`config.mk`:
```
export PLATFORM = sky130hd
export DESIGN_NAME = decodeTop
export DESIGN_NICKNAME = d
export VERILOG_FILES = /design/src/isaPkg.sv /design/src/decodePkg.sv /design/src/decodeRab.sv /design/src/decodeRc.sv /design/src/decodeTop.sv /design/src/handshakeReg.sv /design/src/immDecode.sv
export VERILOG_INCLUDE_DIRS = /design/src
export SDC_FILE = /design/constraint.sdc
export NUM_CORES = 1
export LEC_CHECK = 0
export ABC_AREA = 1
export BUFFER_PORTS_ARGS = -buffer_cell sky130_fd_sc_hd__buf_2
export CAP_MARGIN = 15
export CORE_AREA = 2 2 170 255
export CTS_CLUSTER_SIZE = 30
export DETAILED_ROUTE_END_ITERATION = 10
export DIE_AREA = 0 0 172 257
export SYNTH_ARGS = -nofsm -noshare
export SYNTH_HDL_FRONTEND = slang
export SYNTH_HIERARCHICAL = 1
export SYNTH_SLANG_ARGS = --single-unit
```
`constraint.sdc`:
```
create_clock -name clk -period 11.8 [get_ports clk]
set_input_delay 2.36 -clock clk [delete_from_list [all_inputs] [get_ports clk]]
set_output_delay 2.36 -clock clk [all_outputs]
set_load 0.02 [all_outputs]
```
`src/qdec_defs.svh`:
```
// ====================================================================
// Register-operand decode slice, global sizing constants
// Window depth, instruction width, register-number width and the
// first renamed stack-pointer register
// ====================================================================
`ifndef QDEC_DEFS_SVH
`define QDEC_DEFS_SVH

// Instruction slots fetched per window
`define QDEC_WINDOW 6

// Width of one instruction word
`define QDEC_INSN_W 32

// Architectural register numbers, bit 6 is the extension bit
`define QDEC_AREG_W 9

// Register 63 aliases to this base plus the operating mode
`define QDEC_SP_BASE 65

`endif

```
`src/isaPkg.sv`:
```
// ====================================================================
// ISA package
// Instruction-word layout, opcode encodings and register-number type
// ====================================================================
`include "qdec_defs.svh"

package isaPkg;

	// ================================================================
	// Opcodes
	// ================================================================
	typedef enum logic [6:0] {
		OP_R2    = 7'd2,
		OP_ADDI  = 7'd4,
		OP_SHIFT = 7'd9,
		OP_STB   = 7'd40,
		OP_STW   = 7'd41,
		OP_STT   = 7'd42,
		OP_STO   = 7'd43,
		OP_STH   = 7'd44,
		OP_STX   = 7'd45,
		// Postfix words that modify the instruction in slot 0
		OP_REGC  = 7'd120,
		OP_IMMA  = 7'd121,
		OP_IMMB  = 7'd122,
		OP_IMMC  = 7'd123
	} opcode_t;

	// ================================================================
	// Instruction word
	// ================================================================
	// The first member sits at the top bit, so the order runs from bit 31 down
	// In a postfix word bits 30:7 carry the immediate payload instead
	typedef struct packed {
		logic       immcForm;
		logic [5:0] rc;
		logic [5:0] rb;
		logic [5:0] ra;
		logic [5:0] rt;
		opcode_t    opcode;
	} instr_t;

	typedef logic [`QDEC_AREG_W-1:0] aregno_t;

	// Widen a 6-bit register field, the extension bit lands on bit 6
	function automatic aregno_t fnAreg(input logic [5:0] fld, input logic ext);
		return aregno_t'({ext, fld});
	endfunction

endpackage

```
`src/decodePkg.sv`:
```
// ====================================================================
// Decode package
// Operating mode, the fetched window and the decoded operand bundle
// ====================================================================
`include "qdec_defs.svh"

package decodePkg;
	import isaPkg::*;

	typedef logic [1:0] operatingMode_t;

	// Six fetched words plus the extension mask left by an earlier prefix
	// regx bit 0 is the store source, bit 1 Ra, bit 2 Rb, bit 3 Rc
	typedef struct packed {
		instr_t [`QDEC_WINDOW-1:0] insn;
		logic [3:0]                regx;
		operatingMode_t            om;
	} window_t;

	typedef struct packed {
		aregno_t     Ra;
		aregno_t     Rb;
		aregno_t     Rc;
		logic [2:0]  Rcc;
		logic        hasImma;
		logic        hasImmb;
		logic        hasImmc;
		logic [63:0] immc;
	} decoded_t;

	// Register 63 is the stack pointer, banked per operating mode
	function automatic aregno_t fnSpAlias(input aregno_t r, input operatingMode_t om);
		return (r == aregno_t'(63)) ? aregno_t'(`QDEC_SP_BASE) + aregno_t'(om) : r;
	endfunction

endpackage

```
`src/decodeRab.sv`:
```
// ====================================================================
// Source register decoder for Ra and Rb
// Applies the extension mask and the stack-pointer alias
// ====================================================================
`timescale 1ns/1ps

module decodeRab
	import isaPkg::*, decodePkg::*;
(
	input  window_t win,
	input  logic    hasImma,
	input  logic    hasImmb,
	output aregno_t Ra,
	output aregno_t Rb
);

	// ================================================================
	// Ra from bits 18:13, extended by regx bit 1
	// ================================================================
	always_comb begin
		// An immediate postfix replaces the register, so no read port is needed
		Ra = '0;
		if (!hasImma)
			Ra = fnSpAlias(fnAreg(win.insn[0].ra, win.regx[1]), win.om);
	end

	// ================================================================
	// Rb from bits 24:19, extended by regx bit 2
	// ================================================================
	always_comb begin
		Rb = '0;
		if (!hasImmb)
			Rb = fnSpAlias(fnAreg(win.insn[0].rb, win.regx[2]), win.om);
	end

endmodule

```
`src/decodeRc.sv`:
```
// ====================================================================
// Rc and condition-field decoder
// Covers stores, shifts, R2, the immc form and the register-C postfix
// ====================================================================
`timescale 1ns/1ps

module decodeRc
	import isaPkg::*, decodePkg::*;
(
	input  window_t    win,
	input  logic       hasImmc,
	output aregno_t    Rc,
	output logic [2:0] Rcc
);

	always_comb begin
		Rc = '0;
		Rcc = 3'd0;
		// With an immediate c operand there is no third register read
		if (!hasImmc) begin
			case (win.insn[0].opcode)
			// Stores read their data from the Rt field
			OP_STB, OP_STW, OP_STT, OP_STO, OP_STH, OP_STX:
				Rc = fnAreg(win.insn[0].rt, win.regx[0]);
			OP_SHIFT, OP_R2:
				Rc = fnAreg(win.insn[0].rc, win.regx[3]);
			default:
				// immc form puts a short constant where Rc would be
				if (!win.insn[0].immcForm)
					Rc = fnAreg(win.insn[0].rc, win.regx[3]);
			endcase
		end
		// A register-C postfix wins over everything above, stores included
		if (win.insn[1].opcode == OP_REGC) begin
			Rc = aregno_t'(win.insn[1].rt);
			Rcc = win.insn[1][15:13];
		end
		Rc = fnSpAlias(Rc, win.om);
	end

	// Only the register-C postfix carries a condition field
	always_comb begin
		if (win.insn[1].opcode != OP_REGC)
			assert (Rcc == 3'd0)
				else $error("Rcc set without a register-C postfix");
	end

endmodule

```
`src/decodeTop.sv`:
```
// ====================================================================
// Register-operand decode slice, top level
// Input register, combinational operand decoders, output register
// ====================================================================
`timescale 1ns/1ps

module decodeTop
	import decodePkg::*;
(
	input  logic     clk,
	input  logic     arstN,
	input  logic     inReq,
	input  window_t  inWin,
	output logic     inAck,
	output logic     outReq,
	output decoded_t outBundle,
	input  logic     outAck
);

	// Internal handshake between the two register stages
	logic     stageReq;
	logic     stageAck;
	window_t  heldWin;
	// Each decoder drives its own fields of the bundle
	decoded_t bundle;

	// ================================================================
	// Input stage
	// ================================================================
	handshakeReg #(.T(window_t)) inStage (
		.clk    (clk),
		.arstN  (arstN),
		.upReq  (inReq),
		.upData (inWin),
		.upAck  (inAck),
		.dnReq  (stageReq),
		.dnData (heldWin),
		.dnAck  (stageAck)
	);

	// ================================================================
	// Operand decode
	// ================================================================
	immDecode immDec (
		.win     (heldWin),
		.hasImma (bundle.hasImma),
		.hasImmb (bundle.hasImmb),
		.hasImmc (bundle.hasImmc),
		.immc    (bundle.immc)
	);

	decodeRab rabDec (
		.win     (heldWin),
		.hasImma (bundle.hasImma),
		.hasImmb (bundle.hasImmb),
		.Ra      (bundle.Ra),
		.Rb      (bundle.Rb)
	);

	// The c flag comes from the scan above, the window is not searched twice
	decodeRc rcDec (
		.win     (heldWin),
		.hasImmc (bundle.hasImmc),
		.Rc      (bundle.Rc),
		.Rcc     (bundle.Rcc)
	);

	// ================================================================
	// Output stage
	// ================================================================
	handshakeReg #(.T(decoded_t)) outStage (
		.clk    (clk),
		.arstN  (arstN),
		.upReq  (stageReq),
		.upData (bundle),
		.upAck  (stageAck),
		.dnReq  (outReq),
		.dnData (outBundle),
		.dnAck  (outAck)
	);

endmodule

```
`src/handshakeReg.sv`:
```
// ====================================================================
// Holding register with four-phase req/ack on both sides
// Holds one payload of any type between an upstream and downstream port
// ====================================================================
`timescale 1ns/1ps

module handshakeReg #(
	parameter type T = logic [7:0]
) (
	input  logic clk,
	input  logic arstN,
	input  logic upReq,
	input  T     upData,
	output logic upAck,
	output logic dnReq,
	output T     dnData,
	input  logic dnAck
);

	logic full;
	logic capture;

	// Only take a new word when empty and the previous upstream cycle has closed
	assign capture = upReq && !upAck && !full;

	// ================================================================
	// Phase control
	// ================================================================
	always_ff @(posedge clk or negedge arstN) begin
		if (!arstN) begin
			full <= 1'b0;
			upAck <= 1'b0;
			dnReq <= 1'b0;
		end
		else begin
			// On the upstream side ack rises on capture and follows req down
			if (capture) begin
				full <= 1'b1;
				upAck <= 1'b1;
				// Offer at once unless the sink is still closing its last cycle
				dnReq <= !dnAck;
			end
			else if (upAck && !upReq)
				upAck <= 1'b0;
			// On the downstream side a word is gone as soon as the sink acks it
			if (dnReq && dnAck) begin
				dnReq <= 1'b0;
				full <= 1'b0;
			end
			else if (full && !dnReq && !dnAck)
				dnReq <= 1'b1;
		end
	end

	// Payload register
	always_ff @(posedge clk) begin
		if (capture)
			dnData <= upData;
	end

	// The source keeps its data steady for as long as it waits for an ack
	assert property (@(posedge clk) disable iff (!arstN)
		(upReq && !upAck && $past(upReq && !upAck)) |-> $stable(upData))
		else $error("upData changed while the request was pending");

	// An offered word stays offered and unchanged until the sink acknowledges it
	assert property (@(posedge clk) disable iff (!arstN)
		(dnReq && !dnAck) |=> (dnReq && $stable(dnData)))
		else $error("dnReq or dnData changed before the acknowledge");

endmodule

```
`src/immDecode.sv`:
```
// ====================================================================
// Immediate postfix scan
// Flags immediate operands a, b and c and extracts the c immediate
// ====================================================================
`timescale 1ns/1ps
`include "qdec_defs.svh"

module immDecode
	import isaPkg::*, decodePkg::*;
(
	input  window_t     win,
	output logic        hasImma,
	output logic        hasImmb,
	output logic        hasImmc,
	output logic [63:0] immc
);

	always_comb begin
		// Postfix payload, bits 30:7 of the word
		logic [`QDEC_INSN_W-9:0] payload;

		payload = '0;
		hasImma = 1'b0;
		hasImmb = 1'b0;
		hasImmc = 1'b0;
		immc = '0;
		// Slot 0 is the instruction itself, postfixes follow it
		// Walking down lets the lowest OP_IMMC slot win the value
		for (int i = `QDEC_WINDOW - 1; i >= 1; i--) begin
			case (win.insn[i].opcode)
			OP_IMMA:
				hasImma = 1'b1;
			OP_IMMB:
				hasImmb = 1'b1;
			OP_IMMC: begin
				hasImmc = 1'b1;
				payload = win.insn[i][`QDEC_INSN_W-2:7];
				// Sign bit of the payload is bit 30 of the word
				immc = 64'(signed'(payload));
			end
			default: ;
			endcase
		end
	end

endmodule

```
== Yosys cells after proc, flatten, opt, wreduce, memory -nomap -nowiden ==
Index checks and enable logic that the tools add are counted.

* Output and inout bits: 99
* Bits in registers: 294

* Reduce and logical (&&, ||, !) cells: 30
* $add $sub $neg: 1
* Equality and inequality tests: 27
* Mux-type cells: 41
* Bitwise gates (word level): 2

{| class="wikitable"
|+ Operators by type and width
! cell !! number
|-
| 2-to-1 mux 64 bit || 5
|-
| equality test 7 bit, second input constant || 16
|-
| equality test 7 x 6 -> 1 bit, second input constant || 8
|-
| 2-to-1 mux 1 bit || 29
|-
| 2-to-1 mux 9 bit || 3
|-
| 2-to-1 mux 7 bit || 3
|-
| one-hot mux 9 bit (2 select lines) || 1
|-
| logical AND 1 bit || 12
|-
| equality test 9 x 6 -> 1 bit, second input constant || 1
|-
| adder 7 x 2 -> 8 bit, first input constant || 1
|-
| zero test 1 bit || 8
|-
| nonzero test 2 bit || 4
|-
| equality test 7 x 2 -> 1 bit, second input constant || 1
|-
| equality test 7 x 4 -> 1 bit, second input constant || 1
|-
| nonzero test 3 bit || 2
|-
| OR reduction 2 bit || 3
|-
| OR reduction 6 bit || 1
|-
| inverter 1 bit || 2
|}

== Logic depth before layout (Yosys ltp) ==
Gate-level depths: netlist of the first run.

* Word-level depth: 10
* Mapped depth: 18
* Depth with buffers taken out: 17

== Cells and area by module ==
Netlist of the first run, hierarchy kept.

{| class="wikitable"
|+ By module, submodules not included
! module !! sequential area each (µm²) !! cells each !! area an instance (µm²) !! times used
|-
| handshakeReg at inStage || 6020.8 || 210 || 6063.3 || 1
|-
| handshakeReg at outStage || 2987.9 || 109 || 3030.4 || 1
|-
| immDecode || 0.0 || 507 || 2391.0 || 1
|-
| decodeRc || 0.0 || 120 || 651.9 || 1
|-
| decodeRab || 0.0 || 70 || 324.1 || 1
|}

== Worst setup path after synthesis of the first run ==
Ideal clock, no wire load.

* Kind: input-to-reg
* Start point: input inReq
* End point: register inStage/dnData[0] (netlist name), enable pin
* Slack: 394 ps
* Library setup time: 759 ps
* Arrival: 10647 ps
* Stages on the path: 2
* Cell sequence: nand2_1 > nor2_1

* Word-level cells in the longest chain between the ends: 2

{| class="wikitable"
|+ Ends and longest elaborated chain
! item !! RTL line !! source
|-
| from (decl) || decodeTop.sv:12 || <nowiki>input logic inReq,</nowiki>
|-
| logical AND 1 bit (2 in series) || handshakeReg.sv:24 || <nowiki>assign capture = upReq && !upAck && !full;</nowiki>
|-
| named net inStage.capture || handshakeReg.sv:21 || <nowiki>logic capture;</nowiki>
|-
| to (signal assigned) || handshakeReg.sv:58 || <nowiki>dnData <= upData;</nowiki>
|-
| to (decl) || handshakeReg.sv:16 || <nowiki>output T dnData,</nowiki>
|}

The timed path passes the listed nets, and every way through them passes these cells.
A chain may end at the register's enable or synchronous reset.

== Final worst setup path of the first run ==
* Start point: input inReq
* End point: register inStage/dnData[132] (netlist name), enable pin

Same word-level chain as after synthesis.

==> results of run 1 <==
-- power groups by stage --
stage / registers [uW] / logic [uW] / clock network [uW]
after detailed placement: 1510 / 508 / 0
final: 1490 / 497 / 878
after CTS: 1490 / 509 / 907
after global routing: 1510 / 547 / 944
after floorplan: 1670 / 198 / 0
after global placement: 1510 / 501 / 0
-- cell type report --
type | instances | share of cell area, %
Multi-Input combinational cell | 491 | 15.7
Sequential cell | 296 | 59.2
Inverter | 156 | 3.91
Clock buffer | 32 | 4.92
Clock inverter | 20 | 1.02
Timing Repair Buffer | 304 | 10.4
Antenna cell | 6 | 0.100
Tap cell | 564 | 4.71
-- path summary, 6_finish.rpt --
path	from	end	slack (ns)	cells past startpoint
worst min register to register	outStage/upAck	inStage/dnReq	0.49	1
worst max-delay path	inReq	inStage/dnData[132]	7.65	5
worst max register to register	inStage/dnData[76]	outStage/dnData[72]	8.81	17
min in group asynchronous	arstN	inStage/upAck	1.62	1
worst min-delay path	outStage/upAck	inStage/dnReq	0.49	1
max in group asynchronous	arstN	inStage/dnReq	10.04	1
-- state kept, by name (all words and copies together), names as in the netlist --
signal / count
inStage/upAck: 1
inStage/dnReq: 1
outStage/dnReq: 1
outStage/full: 1
inStage/full: 1
outStage/upAck: 1
inStage/dnData: 193
outStage/dnData: 97
-- worst max-delay path: stages --
cell and delay [ns]:
buf_2 0.09, nand2_1 0.11, nor2_4 0.42, buf_4 0.45, buf_4 0.81
-- metrics by stage --
step	hold WS [ns]	area [um^2]	worst slack, ns	instances	utilization [%]
final	0.485	15000	7.65	1869	35.7
after global routing	0.479	15000	7.47	1869	35.7
after CTS	0.463	14900	7.61	1862	35.6
after detailed placement	0.451	14000	7.02	1810	33.5
after global placement	0.441	14000	7.08	1810	33.5
after floorplan	0.421	12300	0.611	1015	-
-- layer usage --
layer / vias to the layer above / GRT usage [%]
met5: - / 0
li1: 3853 / -
met2: 237 / 23.0
met4: 0 / 6.19
met3: 58 / 2.00
met1: 3547 / 14.3
==> summary.txt, run 1 <==
Run status
  • Status: completed

Layout
  • Layout area overhead: 21.6%
  • Multi-input logic area: 2350 um^2
  • Commonest cells after routing, fill and taps aside: buf_2 (295), edfxtp_1 (290), nand2_1 (252)
  • Fin nets: 1,482
  • Fillers: 4,195
  • Register area: 8860 um^2
  • Most common cell after layout, fill and taps aside: buf_2
  • Fraction of layout cells with a size suffix above 1: 29.6%

STA
  • Post-route minimum period: 4.15 ns
  • RSZ-0062 raised after global routing: false
  • Final hold viol count: 0
  • Final TNS setup: 0 ns
  • F_max: 0.241 GHz
  • Clk_skew: 0.0123 ns
  • Worst slew pin tran: 1.07 ns
  • Rel. slew slack: 28.8%
  • Setup Viol. Count Final: 0
  • Final period util: 35.2%
  • Max-slew violations: 0

Power and ir drop
  • Total power: 2860 uW
  • Sw frac: 28.6%
  • Power per cell area: 191 nW/um^2
  • Clock network power share: 30.7%
  • Flop pwr share: 51.9%
  • Pint: 2040 uW
  • Maximum VDD drop: 0.137 mV
  • Psw: 819 uW
  • Comb pwr share: 17.4%
  • Leak: 0.00644 uW

Floorplanning
  • Die Span Y: 257 um
  • IO Count: 301
  • Die width: 172 um
  • Core area: 41,900 um^2
  • Starting Density: 29.4%
  • Die area: 44,200 um^2
  • Row count: 92

Detailed routing
  • DRC: 0
  • DRT Pass-1 Iters: 5
  • Routed wl met3: 1560 um
  • Per-cell routed wire length: 15.3 um
  • Top Layer Used: met4
  • DR vias/cell: 4.12
  • Via count: 7,695
  • Iteration-0 DRC Markers: 307
  • WL met2: 15,000 um
  • DRT met1 WL: 10,900 um
  • Final ANT Viol Nets: 0
  • Drt total wl: 28,700 um

Clock tree
  • Post-CTS Setup Inserts: 0
  • CTS Hold Bufs: 0
  • Worst-skew pair later-pin latency: 0.55 ns
  • Clock sinks: 296
  • CTS tree: yes
  • Post_cts resized: 0
  • Root Buffer: clkbuf_16
  • Worst-path clk slew: 0.06 ns
  • Maximum buffer depth of the clock tree: 3
  • H-tree depth: 1
  • CTS Buf Count: 29

Setup path
  • Arrival @ worst endpoint: 4.32 ns
  • WS Path Type: input port to flop
  • CP Launch Type: input port
  • CP max FO: 80
  • Endpoint class of the critical path: flop
  • Required @ worst endpoint: 11.97 ns

GRT
  • First-pass GRT wire length: 42,500 um
  • Vias in the first global route: 7,528
  • Initial antenna violation count: 6
  • Largest net degree at the start of global routing: 84
  • GRT Total Usage: 12.7%
  • Remaining global-route overflow: 0

Placed design
  • DP HPWL: 21,000 um
  • IO Port Bufs: 295
  • Placer Congestion: 0.814

Synthesis
  • Mapped Avg Cell Area: 12.2 um^2
  • Synth Cell Area: 12,300 um^2
  • Post-synthesis cell count: 1,011
  • Synth warn: 6

Run
  • Max-Cap Viols: 0

Min path
  • Hold Path Class: flop to flop
Note: power is estimated with default switching activity, not from simulation.
==> run 2, diff against run 1 <==
==> constraint.sdc (replaced) <==
create_clock -name clk -period 3.39 [get_ports clk]
set_input_delay 0.678 -clock clk [delete_from_list [all_inputs] [get_ports clk]]
set_output_delay 0.678 -clock clk [all_outputs]
set_load 0.02 [all_outputs]
==> run 2 against run 1 <==
Critical path depth increased by 10. Global-route usage increased by 0.37 points. Sequential power increased to 3.5 times the previous value. Highest routed layer unchanged. Largest power group unchanged. Power increased to 3.6 times the previous value. Register-to-register slack got worse by 8.0 ns. Clock skew increased by 0.0049 ns. Worst hold slack got worse by 0.20 ns. Clock power increased to 3.7 times the previous value. Cell count increased by 0.27%. Sequential share of layout area decreased by 0.47 points.
==> summary.txt, run 2 (synthesized netlist as in run 1, its figures left out) <==
Clock tree
  • CTS tree: yes
  • Clock sinks: 296 (unchanged)
  • H-tree depth: 1 (unchanged)
  • CTS Buf Count: 28 (-3.4%)
  • Post-CTS Setup Inserts: 0 (unchanged)
  • Worst-skew pair later-pin latency: 0.56 ns (about the same)
  • Root Buffer: clkbuf_16
  • Maximum buffer depth of the clock tree: 3 (unchanged)
  • Worst-path clk slew: 0.07 ns (about the same)

Setup path
  • CP max stage delay: 0.39 ns (-0.42 ns)
  • Flop-to-flop setup slack: 0.85 ns (-7.96 ns)
  • Endpoint class of the critical path: flop
  • WS Path Type: flop to flop
  • Arrival @ worst endpoint: 2.84 ns (-1.48 ns)
  • Worst r2r path cells: 15 (-2)
  • Worst path cell trace: and3_1 > nand2_1 > nand2_1 > a21oi_1 > nand3b_1 > nor2_2 > nand2_1 > clkinv_1 > nand2_1 > nand2_1 > nand2_2 > nor2_8 > nand2_4 > nand2_1 > nand2_1
  • Terminus of the critical flop-to-flop path: outStage/dnData[70]
  • CP max FO: 7 (-91%)
  • Worst reg2reg path startpoint: inStage/dnData[44]
  • Highest-delay cell along the critical path: edfxtp_1
  • CP Launch Type: flop
  • Top delay family on crit path: simple AND/OR/NAND/NOR gates
  • Required @ worst endpoint: 3.69 ns (-8.28 ns)
  • CP dominant cell by count: nand2_1
  • Worst Path Buf+Inv: 1 (-2)

Run
  • Max-Cap Viols: 0 (unchanged)

GRT
  • Initial antenna violation count: 8 (+2)
  • GRT Total Usage: 13.1% (+0.37 points)
  • First-pass GRT wire length: 43,600 um (+2.7%)
  • Remaining global-route overflow: 0 (unchanged)
  • Vias in the first global route: 7,776 (+3.3%)
  • Largest net degree at the start of global routing: 113 (+35%)

Floorplanning
  • Die Span Y: 257 um (unchanged)
  • Die area: 44,200 um^2 (unchanged)
  • Starting Density: 29.4% (unchanged)
  • Row count: 92 (unchanged)
  • Die width: 172 um (unchanged)
  • IO Count: 301 (unchanged)
  • Core area: 41,900 um^2 (unchanged)

Detailed routing
  • Iteration-0 DRC Markers: 424 (+38%)
  • Via count: 7,754 (+0.77%)
  • Drt total wl: 29,200 um (+1.8%)
  • DR vias/cell: 4.14 (+0.50%)
  • DRT Pass-1 Iters: 5 (unchanged)
  • DRC: 0 (unchanged)
  • Final ANT Viol Nets: 0 (unchanged)
  • Per-cell routed wire length: 15.6 um (+1.5%)

STA
  • RSZ-0062 raised after global routing: false
  • Setup Viol. Count Final: 0 (unchanged)
  • Final hold viol count: 0 (unchanged)
  • Clk_skew: 0.0172 ns (+0.00491 ns)
  • Post-route minimum period: 2.54 ns
  • Max-slew violations: 0 (unchanged)
  • Rel. slew slack: 38.2% (+9.4 points)
  • Final period util: 74.9%
  • F_max: 0.394 GHz
  • Worst slew pin tran: 0.926 ns (-0.142 ns)

Layout
  • Most flops, register: inStage/dnData
  • Most common cell after layout, fill and taps aside: buf_2
  • Max reg flops: 193 (unchanged)
  • Fillers: 4,177 (-0.43%)
  • Fin nets: 1,485 (+0.20%)
  • Final core utilization: 36.0% (+0.28 points)
  • Layout area overhead: 22.6%
  • Multi-input logic area: 2370 um^2 (+0.69%)
  • Commonest cells after routing, fill and taps aside: buf_2 (295), edfxtp_1 (290), nand2_1 (251)
  • Register area: 8860 um^2 (unchanged)
  • Fraction of layout cells with a size suffix above 1: 30.2% (+0.55 points)
  • Top Registers: inStage/dnData (193), outStage/dnData (97)

Min path
  • Hold depth: 1 (unchanged)
  • Hold Path Class: input port to flop
  • HP Start: inWin[131]
  • Hold Path Sink: inStage/dnData[131]

Run status
  • Status: completed

Power and ir drop
  • Leak: 0.00649 uW (+0.76%)
  • Total power: 10,200 uW (+260%)
  • Maximum VDD drop: 0.410 mV (+200%)
  • Power per cell area: 674 nW/um^2 (+250%)

Placed design
  • Placer Congestion: 0.831 (+2.1%)
  • IO Port Bufs: 295 (unchanged)
  • DP HPWL: 21,700 um (+3.1%)
run 2: cell count changes in the layout (fill, tap and decap cells not counted), moves of 2 or more:
cell and change:
clkinv_1 -6, bufinv_16 +2, buf_12 +2, buf_4 +2, diode_2 +2
run 2: worst register-to-register path, cell delays in order (launching register included):
cell and delay (ns):
edfxtp_1 0.39, and3_1 0.22, nand2_1 0.12, nand2_1 0.11, a21oi_1 0.17, nand3b_1 0.24
nor2_2 0.32, nand2_1 0.10, clkinv_1 0.05, nand2_1 0.04, nand2_1 0.09, nand2_2 0.10
nor2_8 0.17, nand2_4 0.07, nand2_1 0.06, nand2_1 0.05
run 2: report_power, final:
group          total, uW  switching (uW)  internal (uW)
combinational       1760            1300            463
sequential          5170             215           4950
clock               3240            1360           1870
run 2: routing by layer:
layer / vias up / track usage (%) / share of wire (%)
li1: 3863 / - / -
met1: 3581 / 14.4 / 38
met2: 249 / 23.6 / 53
met3: 61 / 2.31 / 5.8
met4: 0 / 6.93 / 4.1
met5: - / 0 / 0
run 2: area by class of cell:
class | count | share of cell area [%]
Antenna cell | 8 | 0.133
Clock buffer | 33 | 4.91
Clock inverter | 18 | 1.38
Inverter | 156 | 3.88
Multi-Input combinational cell | 491 | 15.7
Sequential cell | 296 | 58.7
Tap cell | 564 | 4.68
Timing Repair Buffer | 308 | 10.6
run 2: per-stage QoR:
step / TNS [ns] / setup slack, ns / instances / hold slack (ns) / instance area, um^2
after CTS: 0 / 0.772 / 1866 / 0.244 / 15100
after global routing: 0 / 0.511 / 1874 / 0.252 / 15100
after floorplan: -118.07 / -0.612 / 1015 / 0.382 / 12400
after global placement: 0 / 0.872 / 1814 / 0.440 / 14100
final: 0 / 0.850 / 1874 / 0.288 / 15100
after detailed placement: 0 / 0.803 / 1814 / 0.459 / 14100
run 2: what timing repair did:
action,CTS,global route
hold buffers,1,0
resized for setup,0,0
hold endpoints to repair,6,0
run 2: how the worst max path moves through the flow:
stage               cells after the start  slack, ns                from                  end
floorplan                               2      -0.61               inReq    inStage/dnData[0]
global placement                       15       0.87  inStage/dnData[44]  outStage/dnData[72]
detailed placement                     15       0.80  inStage/dnData[44]  outStage/dnData[70]
CTS                                    15       0.77  inStage/dnData[44]  outStage/dnData[70]
global route                           15       0.51  inStage/dnData[44]  outStage/dnData[70]
finish                                 15       0.85  inStage/dnData[44]  outStage/dnData[70]
